<file path="src/include/awl_params.svh">
`ifndef AWL_PARAMS_SVH
`define AWL_PARAMS_SVH

// Range dimensions walked per request
`define AWL_DIM 2

// Lanes in one output address vector
`define AWL_VSIZE 4

// Offset word and address widths
`define AWL_WBW 8
`define AWL_ABW 16

// Config sets held by the register block
`define AWL_N_CFG 4

// Stride shift amount width
`define AWL_SS_BW 4

`endif

</file>
<file path="src/verilog/awl_pkg.sv">
`include "awl_params.svh"

package awl_pkg;

	// Config index
	typedef logic [$clog2(`AWL_N_CFG)-1:0] cfg_id_t;

	// Offsets, one word per dimension
	typedef logic [`AWL_WBW-1:0] ofs_t;
	typedef ofs_t [`AWL_DIM-1:0] ofs_vec_t;

	// Addresses, one per lane
	typedef logic [`AWL_ABW-1:0] addr_t;
	typedef addr_t [`AWL_VSIZE-1:0] addr_vec_t;

	typedef logic [`AWL_VSIZE-1:0] lane_mask_t;
	typedef logic [`AWL_SS_BW-1:0] shamt_t;

	// Field chosen by a config write
	typedef enum logic [2:0] {
		CFG_LINEAR,
		CFG_SHAMT0,
		CFG_SHAMT1,
		CFG_LANE_STEP,
		CFG_BOUNDARY
	} cfg_field_e;

endpackage

</file>
<file path="src/verilog/accum_warp_looper.sv">
`timescale 1ns/1ps

module accum_warp_looper (
	input  logic                  i_clk,
	input  logic                  i_rst,
	input  logic                  i_cfg_we,
	input  awl_pkg::cfg_id_t      i_cfg_id,
	input  awl_pkg::cfg_field_e   i_cfg_field,
	input  awl_pkg::addr_t        i_cfg_wdata,
	input  logic                  i_abofs_rdy,
	output logic                  o_abofs_ack,
	input  awl_pkg::cfg_id_t      i_id,
	input  awl_pkg::ofs_vec_t     i_bofs,
	input  awl_pkg::ofs_vec_t     i_abeg,
	input  awl_pkg::ofs_vec_t     i_aend,
	output logic                  o_addrval_rdy,
	input  logic                  i_addrval_ack,
	output awl_pkg::cfg_id_t      o_id,
	output awl_pkg::addr_vec_t    o_address,
	output awl_pkg::lane_mask_t   o_valid,
	output logic                  o_retire
);
	import awl_pkg::*;

	//======================================================================
	// Stage links
	//======================================================================
	// Offset stage to memofs stage
	logic     s01_rdy;
	logic     s01_ack;
	cfg_id_t  s01_id;
	ofs_vec_t s01_ofs;
	logic     s01_retire;

	// Memofs stage to vector stage
	logic     s12_rdy;
	logic     s12_ack;
	cfg_id_t  s12_id;
	addr_t    s12_linear;
	ofs_t     s12_ofs0;
	logic     s12_retire;

	// Config reads and the finish pulse
	cfg_id_t  m_id;
	cfg_id_t  v_id;
	addr_t    m_linear;
	shamt_t   m_shamt0;
	shamt_t   m_shamt1;
	addr_t    v_lane_step;
	ofs_t     v_boundary;
	logic     fin;

	awl_cfg_regs u_cfg (
		.i_clk         (i_clk),
		.i_rst         (i_rst),
		.i_cfg_we      (i_cfg_we),
		.i_cfg_id      (i_cfg_id),
		.i_cfg_field   (i_cfg_field),
		.i_cfg_wdata   (i_cfg_wdata),
		.i_m_id        (m_id),
		.i_v_id        (v_id),
		.o_m_linear    (m_linear),
		.o_m_shamt0    (m_shamt0),
		.o_m_shamt1    (m_shamt1),
		.o_v_lane_step (v_lane_step),
		.o_v_boundary  (v_boundary)
	);

	awl_offset_stage u_s0_ofs (
		.i_clk       (i_clk),
		.i_rst       (i_rst),
		.i_abofs_rdy (i_abofs_rdy),
		.o_abofs_ack (o_abofs_ack),
		.i_id        (i_id),
		.i_bofs      (i_bofs),
		.i_abeg      (i_abeg),
		.i_aend      (i_aend),
		.o_dst_rdy   (s01_rdy),
		.i_dst_ack   (s01_ack),
		.o_id        (s01_id),
		.o_ofs       (s01_ofs),
		.o_retire    (s01_retire),
		.i_fin       (fin)
	);

	awl_memofs_stage u_s1_mofs (
		.i_clk     (i_clk),
		.i_rst     (i_rst),
		.i_src_rdy (s01_rdy),
		.o_src_ack (s01_ack),
		.i_id      (s01_id),
		.i_ofs     (s01_ofs),
		.i_retire  (s01_retire),
		.o_m_id    (m_id),
		.i_linear  (m_linear),
		.i_shamt0  (m_shamt0),
		.i_shamt1  (m_shamt1),
		.o_dst_rdy (s12_rdy),
		.i_dst_ack (s12_ack),
		.o_id      (s12_id),
		.o_linear  (s12_linear),
		.o_ofs0    (s12_ofs0),
		.o_retire  (s12_retire)
	);

	awl_vector_stage u_s2_vec (
		.i_clk         (i_clk),
		.i_rst         (i_rst),
		.i_src_rdy     (s12_rdy),
		.o_src_ack     (s12_ack),
		.i_id          (s12_id),
		.i_linear      (s12_linear),
		.i_ofs0        (s12_ofs0),
		.i_retire      (s12_retire),
		.o_v_id        (v_id),
		.i_lane_step   (v_lane_step),
		.i_boundary    (v_boundary),
		.o_addrval_rdy (o_addrval_rdy),
		.i_addrval_ack (i_addrval_ack),
		.o_id          (o_id),
		.o_address     (o_address),
		.o_valid       (o_valid),
		.o_retire      (o_retire),
		.o_fin         (fin)
	);

endmodule

</file>
<file path="src/verilog/awl_cfg_regs.sv">
`timescale 1ns/1ps
`include "awl_params.svh"

module awl_cfg_regs (
	input  logic                   i_clk,
	input  logic                   i_rst,
	input  logic                   i_cfg_we,
	input  awl_pkg::cfg_id_t       i_cfg_id,
	input  awl_pkg::cfg_field_e    i_cfg_field,
	input  awl_pkg::addr_t         i_cfg_wdata,
	input  awl_pkg::cfg_id_t       i_m_id,
	input  awl_pkg::cfg_id_t       i_v_id,
	output awl_pkg::addr_t         o_m_linear,
	output awl_pkg::shamt_t        o_m_shamt0,
	output awl_pkg::shamt_t        o_m_shamt1,
	output awl_pkg::addr_t         o_v_lane_step,
	output awl_pkg::ofs_t          o_v_boundary
);
	import awl_pkg::*;

	//======================================================================
	// Per-config storage
	//======================================================================
	addr_t  linear    [`AWL_N_CFG];
	shamt_t shamt0    [`AWL_N_CFG];
	shamt_t shamt1    [`AWL_N_CFG];
	addr_t  lane_step [`AWL_N_CFG];
	ofs_t   boundary  [`AWL_N_CFG];

	always_ff @(posedge i_clk) begin
		if (i_rst) begin
			for (int c = 0; c < `AWL_N_CFG; c++) begin
				linear[c]    <= '0;
				shamt0[c]    <= '0;
				shamt1[c]    <= '0;
				lane_step[c] <= '0;
				boundary[c]  <= '0;
			end
		end else if (i_cfg_we) begin
			case (i_cfg_field)
				CFG_LINEAR:    linear[i_cfg_id]    <= i_cfg_wdata;
				CFG_SHAMT0:    shamt0[i_cfg_id]    <= i_cfg_wdata[`AWL_SS_BW-1:0];
				CFG_SHAMT1:    shamt1[i_cfg_id]    <= i_cfg_wdata[`AWL_SS_BW-1:0];
				CFG_LANE_STEP: lane_step[i_cfg_id] <= i_cfg_wdata;
				CFG_BOUNDARY:  boundary[i_cfg_id]  <= i_cfg_wdata[`AWL_WBW-1:0];
				default: ;
			endcase
		end
	end

	//======================================================================
	// Read ports
	//======================================================================
	// Memofs stage port
	assign o_m_linear = linear[i_m_id];
	assign o_m_shamt0 = shamt0[i_m_id];
	assign o_m_shamt1 = shamt1[i_m_id];

	// Vector stage port
	assign o_v_lane_step = lane_step[i_v_id];
	assign o_v_boundary  = boundary[i_v_id];

	// Unused encodings of the field select would drop the write
	a_cfg_field_legal: assert property (@(posedge i_clk) disable iff (i_rst)
		i_cfg_we |-> (i_cfg_field <= CFG_BOUNDARY))
		else $error("config write to unknown field %0d", i_cfg_field);

endmodule

</file>
<file path="src/verilog/awl_memofs_stage.sv">
`timescale 1ns/1ps

module awl_memofs_stage (
	input  logic                 i_clk,
	input  logic                 i_rst,
	input  logic                 i_src_rdy,
	output logic                 o_src_ack,
	input  awl_pkg::cfg_id_t     i_id,
	input  awl_pkg::ofs_vec_t    i_ofs,
	input  logic                 i_retire,
	output awl_pkg::cfg_id_t     o_m_id,
	input  awl_pkg::addr_t       i_linear,
	input  awl_pkg::shamt_t      i_shamt0,
	input  awl_pkg::shamt_t      i_shamt1,
	output logic                 o_dst_rdy,
	input  logic                 i_dst_ack,
	output awl_pkg::cfg_id_t     o_id,
	output awl_pkg::addr_t       o_linear,
	output awl_pkg::ofs_t        o_ofs0,
	output logic                 o_retire
);
	import awl_pkg::*;

	addr_t sh0;
	addr_t sh1;
	addr_t linear_sum;

	//======================================================================
	// Linear address
	//======================================================================
	// Config lookup follows the item waiting at the input
	assign o_m_id = i_id;

	always_comb begin
		sh0 = addr_t'(i_ofs[0]) << i_shamt0;
		sh1 = addr_t'(i_ofs[1]) << i_shamt1;
		linear_sum = i_linear + sh0 + sh1;
	end

	//======================================================================
	// Pipeline register
	//======================================================================
	// Take a new item when empty or when the held one leaves this cycle
	assign o_src_ack = i_src_rdy && (!o_dst_rdy || i_dst_ack);

	always_ff @(posedge i_clk) begin
		if (i_rst) begin
			o_dst_rdy <= 1'b0;
		end else if (o_src_ack) begin
			o_dst_rdy <= 1'b1;
		end else if (i_dst_ack) begin
			o_dst_rdy <= 1'b0;
		end
	end

	always_ff @(posedge i_clk) begin
		if (o_src_ack) begin
			o_id     <= i_id;
			o_linear <= linear_sum;
			o_ofs0   <= i_ofs[0];
			o_retire <= i_retire;
		end
	end

endmodule

</file>
<file path="src/verilog/awl_offset_stage.sv">
`timescale 1ns/1ps
`include "awl_params.svh"

module awl_offset_stage (
	input  logic                 i_clk,
	input  logic                 i_rst,
	input  logic                 i_abofs_rdy,
	output logic                 o_abofs_ack,
	input  awl_pkg::cfg_id_t     i_id,
	input  awl_pkg::ofs_vec_t    i_bofs,
	input  awl_pkg::ofs_vec_t    i_abeg,
	input  awl_pkg::ofs_vec_t    i_aend,
	output logic                 o_dst_rdy,
	input  logic                 i_dst_ack,
	output awl_pkg::cfg_id_t     o_id,
	output awl_pkg::ofs_vec_t    o_ofs,
	output logic                 o_retire,
	input  logic                 i_fin
);
	import awl_pkg::*;

	typedef enum logic [1:0] {ST_IDLE, ST_WALK, ST_WAIT, ST_ACK} state_e;

	state_e   state;
	ofs_vec_t r_bofs;
	ofs_vec_t r_aend;
	ofs_t     r_abeg0;
	ofs_vec_t cnt;
	ofs_vec_t nxt_cnt;
	ofs_vec_t first_sum;
	ofs_vec_t nxt_sum;
	logic     empty;
	logic     first_last;
	logic     nxt_last;
	logic     start;
	logic     step;

	//======================================================================
	// Range walk
	//======================================================================
	always_comb begin
		empty = 1'b0;
		for (int d = 0; d < `AWL_DIM; d++) begin
			if (i_abeg[d] >= i_aend[d])
				empty = 1'b1;
			first_sum[d] = i_bofs[d] + i_abeg[d];
		end
		first_last = (i_abeg[0] + 1'b1 == i_aend[0]) && (i_abeg[1] + 1'b1 == i_aend[1]);

		// Dimension 0 wraps back to its begin and carries into dimension 1
		if (cnt[0] + 1'b1 == r_aend[0]) begin
			nxt_cnt[0] = r_abeg0;
			nxt_cnt[1] = cnt[1] + 1'b1;
		end else begin
			nxt_cnt[0] = cnt[0] + 1'b1;
			nxt_cnt[1] = cnt[1];
		end
		for (int d = 0; d < `AWL_DIM; d++)
			nxt_sum[d] = r_bofs[d] + nxt_cnt[d];
		nxt_last = (nxt_cnt[0] + 1'b1 == r_aend[0]) && (nxt_cnt[1] + 1'b1 == r_aend[1]);
	end

	assign start = (state == ST_IDLE) && i_abofs_rdy && !empty;
	assign step  = (state == ST_WALK) && i_dst_ack && !o_retire;
	assign o_abofs_ack = (state == ST_ACK);

	always_ff @(posedge i_clk) begin
		if (i_rst) begin
			state     <= ST_IDLE;
			o_dst_rdy <= 1'b0;
		end else begin
			case (state)
				ST_IDLE: begin
					// Empty range skips straight to the request ack
					if (i_abofs_rdy && empty) begin
						state <= ST_ACK;
					end else if (i_abofs_rdy) begin
						state     <= ST_WALK;
						o_dst_rdy <= 1'b1;
					end
				end
				ST_WALK: begin
					if (i_dst_ack && o_retire) begin
						state     <= ST_WAIT;
						o_dst_rdy <= 1'b0;
					end
				end
				ST_WAIT: if (i_fin) state <= ST_ACK;
				default: state <= ST_IDLE;
			endcase
		end
	end

	always_ff @(posedge i_clk) begin
		if (start) begin
			r_bofs   <= i_bofs;
			r_aend   <= i_aend;
			r_abeg0  <= i_abeg[0];
			cnt      <= i_abeg;
			o_id     <= i_id;
			o_ofs    <= first_sum;
			o_retire <= first_last;
		end else if (step) begin
			cnt      <= nxt_cnt;
			o_ofs    <= nxt_sum;
			o_retire <= nxt_last;
		end
	end

	a_dst_hold: assert property (@(posedge i_clk) disable iff (i_rst)
		o_dst_rdy && !i_dst_ack |=>
			o_dst_rdy && $stable(o_id) && $stable(o_ofs) && $stable(o_retire))
		else $error("offset stage output changed before ack");

	// Finish only comes back for a request still waiting on its last item
	a_fin_active: assert property (@(posedge i_clk) disable iff (i_rst)
		i_fin |-> (state == ST_WAIT))
		else $error("fin pulse without an active request");

endmodule

</file>
<file path="src/verilog/awl_vector_stage.sv">
`timescale 1ns/1ps
`include "awl_params.svh"

module awl_vector_stage (
	input  logic                  i_clk,
	input  logic                  i_rst,
	input  logic                  i_src_rdy,
	output logic                  o_src_ack,
	input  awl_pkg::cfg_id_t      i_id,
	input  awl_pkg::addr_t        i_linear,
	input  awl_pkg::ofs_t         i_ofs0,
	input  logic                  i_retire,
	output awl_pkg::cfg_id_t      o_v_id,
	input  awl_pkg::addr_t        i_lane_step,
	input  awl_pkg::ofs_t         i_boundary,
	output logic                  o_addrval_rdy,
	input  logic                  i_addrval_ack,
	output awl_pkg::cfg_id_t      o_id,
	output awl_pkg::addr_vec_t    o_address,
	output awl_pkg::lane_mask_t   o_valid,
	output logic                  o_retire,
	output logic                  o_fin
);
	import awl_pkg::*;

	// Lane offset needs room for the lane index without wrapping
	localparam int LOFS_BW = `AWL_WBW + $clog2(`AWL_VSIZE) + 1;

	addr_vec_t  lane_addr;
	lane_mask_t lane_valid;

	assign o_v_id = i_id;

	//======================================================================
	// Lane expansion
	//======================================================================
	always_comb begin
		logic [LOFS_BW-1:0] lane_ofs;
		for (int k = 0; k < `AWL_VSIZE; k++) begin
			lane_addr[k] = i_linear + addr_t'(k) * i_lane_step;
			lane_ofs = LOFS_BW'(i_ofs0) + LOFS_BW'(k);
			lane_valid[k] = lane_ofs < LOFS_BW'(i_boundary);
		end
	end

	assign o_src_ack = i_src_rdy && (!o_addrval_rdy || i_addrval_ack);

	always_ff @(posedge i_clk) begin
		if (i_rst) begin
			o_addrval_rdy <= 1'b0;
			o_retire      <= 1'b0;
		end else if (o_src_ack) begin
			o_addrval_rdy <= 1'b1;
			o_retire      <= i_retire;
		end else if (i_addrval_ack) begin
			o_addrval_rdy <= 1'b0;
			o_retire      <= 1'b0;
		end
	end

	always_ff @(posedge i_clk) begin
		if (o_src_ack) begin
			o_id      <= i_id;
			o_address <= lane_addr;
			o_valid   <= lane_valid;
		end
	end

	// Last item of a request has left the looper
	assign o_fin = o_addrval_rdy && i_addrval_ack && o_retire;

	// Nothing of the same request may queue behind its last item
	a_fin_retire: assert property (@(posedge i_clk) disable iff (i_rst)
		o_fin |-> !i_src_rdy)
		else $error("item queued behind the last item of a request");

endmodule
</file>
<file path="config.mk">
export PLATFORM = sky130hd
export DESIGN_NAME = accum_warp_looper
export DESIGN_NICKNAME = d
export VERILOG_FILES = /design/src/verilog/awl_pkg.sv /design/src/verilog/accum_warp_looper.sv /design/src/verilog/awl_cfg_regs.sv /design/src/verilog/awl_memofs_stage.sv /design/src/verilog/awl_offset_stage.sv /design/src/verilog/awl_vector_stage.sv
export VERILOG_INCLUDE_DIRS = /design/src /design/src/include
export SDC_FILE = /design/constraint.sdc
export NUM_CORES = 1
export LEC_CHECK = 0
export BUFFER_PORTS_ARGS = -buffer_cell sky130_fd_sc_hd__clkbuf_2
export CELL_PAD_IN_SITES_DETAIL_PLACEMENT = 2
export CELL_PAD_IN_SITES_GLOBAL_PLACEMENT = 2
export CORE_ASPECT_RATIO = 1.1
export CORE_MARGIN = 4
export CORE_UTILIZATION = 25
export CTS_CLUSTER_DIAMETER = 30
export DETAILED_ROUTE_END_ITERATION = 7
export PLACE_DENSITY_LB_ADDON = 0.15
export SLEW_MARGIN = 20
export SYNTH_ARGS = -nofsm -noshare
export SYNTH_HDL_FRONTEND = slang
export SYNTH_SLANG_ARGS = --single-unit
</file>
<file path="constraint.sdc">
create_clock -name i_clk -period 6.92 [get_ports i_clk]
set_clock_uncertainty 0.2 [all_clocks]
set_input_delay 0.346 -clock i_clk [delete_from_list [all_inputs] [get_ports i_clk]]
set_output_delay 0.346 -clock i_clk [all_outputs]
set_load 0.02 [all_outputs]
</file>
After elaboration in Yosys (flattened, before gate mapping)
Memories as Yosys holds them, arrays and structs flattened. A register that Yosys moved wholly into a read port is not among the register bits.
Index checks and enable logic that the tools add are counted.
{"block": "word_totals", "regBits": 178, "latch_bits": 0, "ram_bits": 192, "romBits": 0, "input_bits": 76, "memories": 5}
{"block": "classes", "add_sub_neg": 18, "n_mul": 1, "div": 0, "magnitude_cmp": 6, "eq_ne": 17, "shift": 2, "muxes": 65, "n_bitwise": 0, "reduce_logical": 31}
{"memory": "u_cfg.lane_step", "depth": 4, "width": 16, "rd": 1, "rd_ports_with_merged_regs": 1, "write_ports": 4, "line": "awl_cfg_regs.sv:27", "rtl": "addr_t lane_step [`AWL_N_CFG];"}
{"memory": "u_cfg.linear", "depth": 4, "width": 16, "rd": 1, "rd_ports_with_merged_regs": 1, "write_ports": 4, "line": "awl_cfg_regs.sv:24", "rtl": "addr_t linear [`AWL_N_CFG];"}
{"memory": "u_cfg.boundary", "depth": 4, "width": 8, "rd": 1, "rd_ports_with_merged_regs": 1, "write_ports": 4, "line": "awl_cfg_regs.sv:28", "rtl": "ofs_t boundary [`AWL_N_CFG];"}
{"memory": "u_cfg.shamt0", "depth": 4, "width": 4, "rd": 1, "rd_ports_with_merged_regs": 1, "write_ports": 4, "line": "awl_cfg_regs.sv:25", "rtl": "shamt_t shamt0 [`AWL_N_CFG];"}
{"memory": "u_cfg.shamt1", "depth": 4, "width": 4, "rd": 1, "rd_ports_with_merged_regs": 1, "write_ports": 4, "line": "awl_cfg_regs.sv:26", "rtl": "shamt_t shamt1 [`AWL_N_CFG];"}
{"cell": "2-to-1 mux 16 bit", "count": 7}
{"cell": "adder 16 bit", "count": 5}
{"cell": "adder 8 x 1 -> 8 bit, second input constant", "count": 6}
{"cell": "== test 8 bit", "count": 5}
{"cell": "2-to-1 mux 1 bit", "count": 39}
{"cell": "< comparator 11 x 8 -> 1 bit", "count": 3}
{"cell": "adder 8 bit", "count": 4}
{"cell": "OR reduction 16 bit", "count": 2}
{"cell": "left shift 8 x 4 -> 16 bit", "count": 2}
{"cell": "2-to-1 mux 2 bit", "count": 14}
{"cell": "adder 8 x 2 -> 9 bit, second input constant", "count": 2}
{"cell": "greater-or-equal comparator 8 bit", "count": 2}
{"cell": "multiplier 2 x 16 -> 16 bit, first input constant", "count": 1}
{"cell": "logical AND 1 bit", "count": 12}
{"cell": "adder 8 x 1 -> 9 bit, second input constant", "count": 1}
{"cell": "< comparator 8 bit", "count": 1}
{"cell": "2-to-1 mux 4 bit", "count": 2}
{"cell": "2-to-1 mux 8 bit", "count": 1}
{"cell": "inequality test 2 bit, second input constant", "count": 4}
{"cell": "nonzero test 2 bit", "count": 4}
{"cell": "OR reduction 4 bit", "count": 2}
{"cell": "OR reduction 8 bit", "count": 1}
{"cell": "== test 3 x 2 -> 1 bit, second input constant", "count": 2}
{"cell": "case mux 2 bit (3 select lines)", "count": 1}
{"cell": "other kinds (12)", "count": 17}

Depth between registers and ports, before layout
{"block": "logic_depth", "word_depth": 9, "mapped_depth": 22}

Hierarchy
From an unflattened synthesis, not the netlist that was laid out.
{"block": "unflattened", "cells_unflattened": 1949, "area_unflattened_um2": 22963.3}
{"mod": "awl_cfg_regs", "n_inst": 1, "cells_each": 587, "area_each_um2": 8864.8, "seq_area_each_um2": 5765.5}
{"mod": "awl_offset_stage", "n_inst": 1, "cells_each": 598, "area_each_um2": 5979.5, "seq_area_each_um2": 2312.2}
{"mod": "awl_vector_stage", "n_inst": 1, "cells_each": 485, "area_each_um2": 5434.0, "seq_area_each_um2": 2082.0}
{"mod": "awl_memofs_stage", "n_inst": 1, "cells_each": 279, "area_each_um2": 2685.1, "seq_area_each_um2": 830.8}

Worst setup path before layout
OpenSTA, ideal clock, no wires.
{"block": "synth_path", "path_kind": "register to register", "start": "register with a tool-made name", "end": "register u_s1_mofs.o_linear[14] (data pin)", "arrival_time_ns": 4.814, "required_time_ns": 6.585, "path_slack_ns": 1.771, "path_stages_with_launch": 20, "cell_sequence": "dfxtp_1 > buf_2 > buf_1 > mux4_2 > buf_1 > nor2_1 > nand2_1 > fa_1 > inv_1 > ha_1 > a21o_1 > a21oi_1 > o21ai_0 > a21oi_1 > o21ai_0 > a21oi_1 > o21ai_0 > or4_1 > a211o_1 > nand3_1"}
{"item": "end signal, assigned", "line": "awl_memofs_stage.sv:59", "rtl": "o_linear <= linear_sum;"}
{"item": "end, declared", "line": "awl_memofs_stage.sv:18", "rtl": "output awl_pkg::addr_t o_linear,"}

==> summary.txt <==
CTS
  – Post-cts resize count: 0
  – CTS tree: built
  – # H-tree levels: 3
  – CTS root buf: clkbuf_16
  – Maximum buffer depth of the clock tree: 3
  – Cts bufs inserted: 95
  – CTS clk-pin slew, worst paths: approximately 50 ps
  – Setup Buffers After CTS: 0
  – Clock Sinks: 372
  – Clk_lat worst skew: 650 ps

Timing
  – Hold Vio Cnt, Final: 0
  – Final setup vio count: 0
  – Worst-Margin Slew: 1082 ps
  – Final min period: approximately 5600 ps
  – Final Slew Violations: 0
  – RSZ-0062 raised after global routing: false
  – Fin Setup TNS: 0 ps
  – Slew headroom: 27.10%
  – Fin crit share: 81.11%
  – Max frequency: roughly 180 MHz

GRT
  – Vias in the first global route: approximately 19000
  – All-Layer GR Usage: 15.80%
  – First-pass GRT wire length: approximately 120 mm
  – Global route overflow: 0
  – Largest net degree at the start of global routing: 63
  – Antenna violations before repair: 2

Worst hold path
  – Hold Crit Endpoint: u_cfg.lane_step[1][7]
  – Hold Crit Class: primary input to flop
  – Hold Path Stages: 2
  – Hold path start: i_cfg_wdata[7]

Floorplanning
  – Die Y: 325.4 um
  – Core region area: 91000 um2
  – Row count: between 100 and 150
  – Die area: a little under 100000 um2
  – IO Pins: 149
  – Initial core utilization: 25.16%
  – Die Width: 296.6 um

Synth
  – FFs w/ async S/R, synth: 0%
  – Share of the synthesized area in the top cell type: a little under half
  – Synth Instances: 1986
  – Post-synthesis instance area: ~23000 um2
  – Ys flop type: edfxtp_1
  – Synth area leaders: edfxtp_1 (47%), ha_1 (7.8%), mux4_2 (4.8%), and3_1 (3.6%), xnor2_1 (3.3%)
  – Syn nets: around 2200
  – Seq/Total Area, Yosys: 48.34%
  – EDFF count, synth: 362
  – YS warnings: 0
  – Library cells used by synthesis: ~80
  – Mapped Avg Cell Area: 11.53 um2
  – Yosys top cell by area: edfxtp_1
  – FF+latch count, synth: around 370

Pwr
  – Power per cell area: 487.9 nW/um2
  – Max VDD drop: 0.0001925 V
  – Leak: 0.01160 uW

Final layout
  – Layout area overhead: 25.03%
  – Share of cells above drive strength 1: 17.83%
  – Most frequent cells in the layout: edfxtp_1 (362), clkbuf_2 (148), ha_1 (142)
  – Final net count: 2468
  – Most common cell after layout, fill and taps aside: edfxtp_1
  – Final std cells w/o fill: ~3500

Drt
  – Total wire length: around 76 mm
  – Post-DRT Antenna Nets: 0
  – Via count: 16460
  – DR iter-0 viols: 694
  – Vias per inst: about 4.7
  – DRC: 0
  – Drt pass-1 iters: 5
  – Per-cell routed wire length: 21.86 um

Place
  – Dpl cells: 3239
  – GP Congestion: 0.7945
  – Dpl hpwl: 55.79 mm
  – IO buf count: 148

Setup path
  – CP Data Arrival Time: 5770 ps
  – R2R Path End: u_s1_mofs.o_linear[15]
  – Setup crit end kind: flop
  – CP Class: flop to flop
  – Reg2Reg Setup Slack: 1310 ps
  – Worst EP required: just over 7000 ps
  – CP max FO: 10
  – Crit path launch type: flop
  – R2R depth: 19

Job
  – Max Cap Viol: 0

Status
  – Status: complete, no violations
[cell usage after synthesis, drive strengths merged (14+ instances only)]
cell	instances
nor2	118
nand4	18
and3	134
and2	83
inv	133
or3	14
nand2	111
ha	142
xor2	46
xnor2	86
nor3	42
nor2b	36
nand3	36
nand2b	20
clkbuf	75
fa	36
mux2i	46
mux4	49
a21o	28
a21oi	94
edfxtp	362
o21ai	69
buf	23
[final cells by class]
cell class / instances / area (um2)
diodes: 1 / 2.502
clock buffers: 106 / 2440
clock inverters: 71 / 686.9
multi-input cells: 1383 / 10960
fillers: 9561 / 62370
flip-flops and latches: 372 / 11070
inverters: 133 / 500.5
well taps: 1180 / 1476
repair buffers: 229 / 1494
[power by group]
part | leakage (uW) | switching [uW] | internal [uW] | total [uW]
combinational | 0.00662 | 3630 | 2470 | 6110
sequential | 0.00347 | 342 | 3250 | 3600
clock | 0.00151 | 1410 | 2860 | 4270
[kinds of logic after synthesis]
logic type,count (synthesis),share of synthesized area (%)
AND/OR/NAND/NOR,662,15.46
adder cells (fa/ha/maj),178,10.91
buffers and inverters,231,4.016
AO/OA/AOI/OAI,307,8.731
flip-flops,372,48.34
multiplexers,101,7.125
XOR/XNOR,135,5.415
[what timing repair did]
action                                 in CTS  in global routing
hold buffers                               58                  0
endpoints found under the hold margin     123                  0
setup endpoints to repair                   0                  0
[worst max path at each step]
stage | from | endpoint | slack [ps] | cells past startpoint
global placement | flop | u_s1_mofs.o_linear[14] | 1490 | 17
floorplan | flop | u_s1_mofs.o_linear[14] | 1770 | 19
CTS | flop | u_s1_mofs.o_linear[15] | 1220 | 19
global route | flop | u_s1_mofs.o_linear[15] | 840 | 19
finish | flop | u_s1_mofs.o_linear[15] | 1310 | 19
detailed placement | flop | u_s1_mofs.o_linear[15] | 1300 | 19
[metrics by stage]
step	worst slack, ps	util, %	hold WS (ps)	power [uW]	instance area, um2
after floorplan	1771	-	222.2	7879	22900
after global placement	1488	27.39	241.5	9656	24920
after detailed placement	1295	27.39	237.0	9849	24920
after CTS	1221	31.46	0.1030	14260	28630
after global routing	841.8	31.46	43.25	15100	28630
final	1307	31.46	46.99	13970	28630
[registers in the layout (all words and copies together), names as in the netlist, 2 cells and up, named ones only]
signal and count:
u_s2_vec.o_id 2, u_s1_mofs.o_linear 16, u_s0_ofs.cnt 16, u_s2_vec.o_address 62, u_cfg.shamt0 16, u_cfg.shamt1 16, u_s0_ofs.o_ofs 16, u_s1_mofs.o_id 2
u_s1_mofs.o_ofs0 8, u_s0_ofs.r_abeg0 8, u_cfg.boundary 32, u_s0_ofs.state 2, u_cfg.linear 64, u_cfg.lane_step 64, u_s0_ofs.o_id 2, u_s0_ofs.r_aend 16
u_s0_ofs.r_bofs 16, u_s2_vec.o_valid 4
[critical path: stages (launching register included)]
cell and delay [ps]:
dfxtp_1 690, mux4_2 760, mux2i_1 200, nor2_1 240, nand2_1 120, fa_1 490, inv_1 50, ha_1 210
inv_1 70, fa_1 220, nor2b_1 60, o21ai_0 250, a21boi_0 160, o21ai_0 270, a21boi_0 170, o21ai_0 240
a21oi_1 130, o41ai_1 430, o21ai_0 200, xnor2_1 160
[routing by layer]
| metal | global-route usage [%] | part of all wire (%) | up-vias |
|---|---|---|---|
| met5 | 0 | 0 | - |
| met4 | 4.908 | 2.4 | 0 |
| met3 | 2.492 | 3.5 | 85 |
| met2 | 29.24 | 53 | 265 |
| met1 | 18.58 | 42 | 8359 |
| li1 | - | - | 7752 |
(Power assumes the default switching activity.)
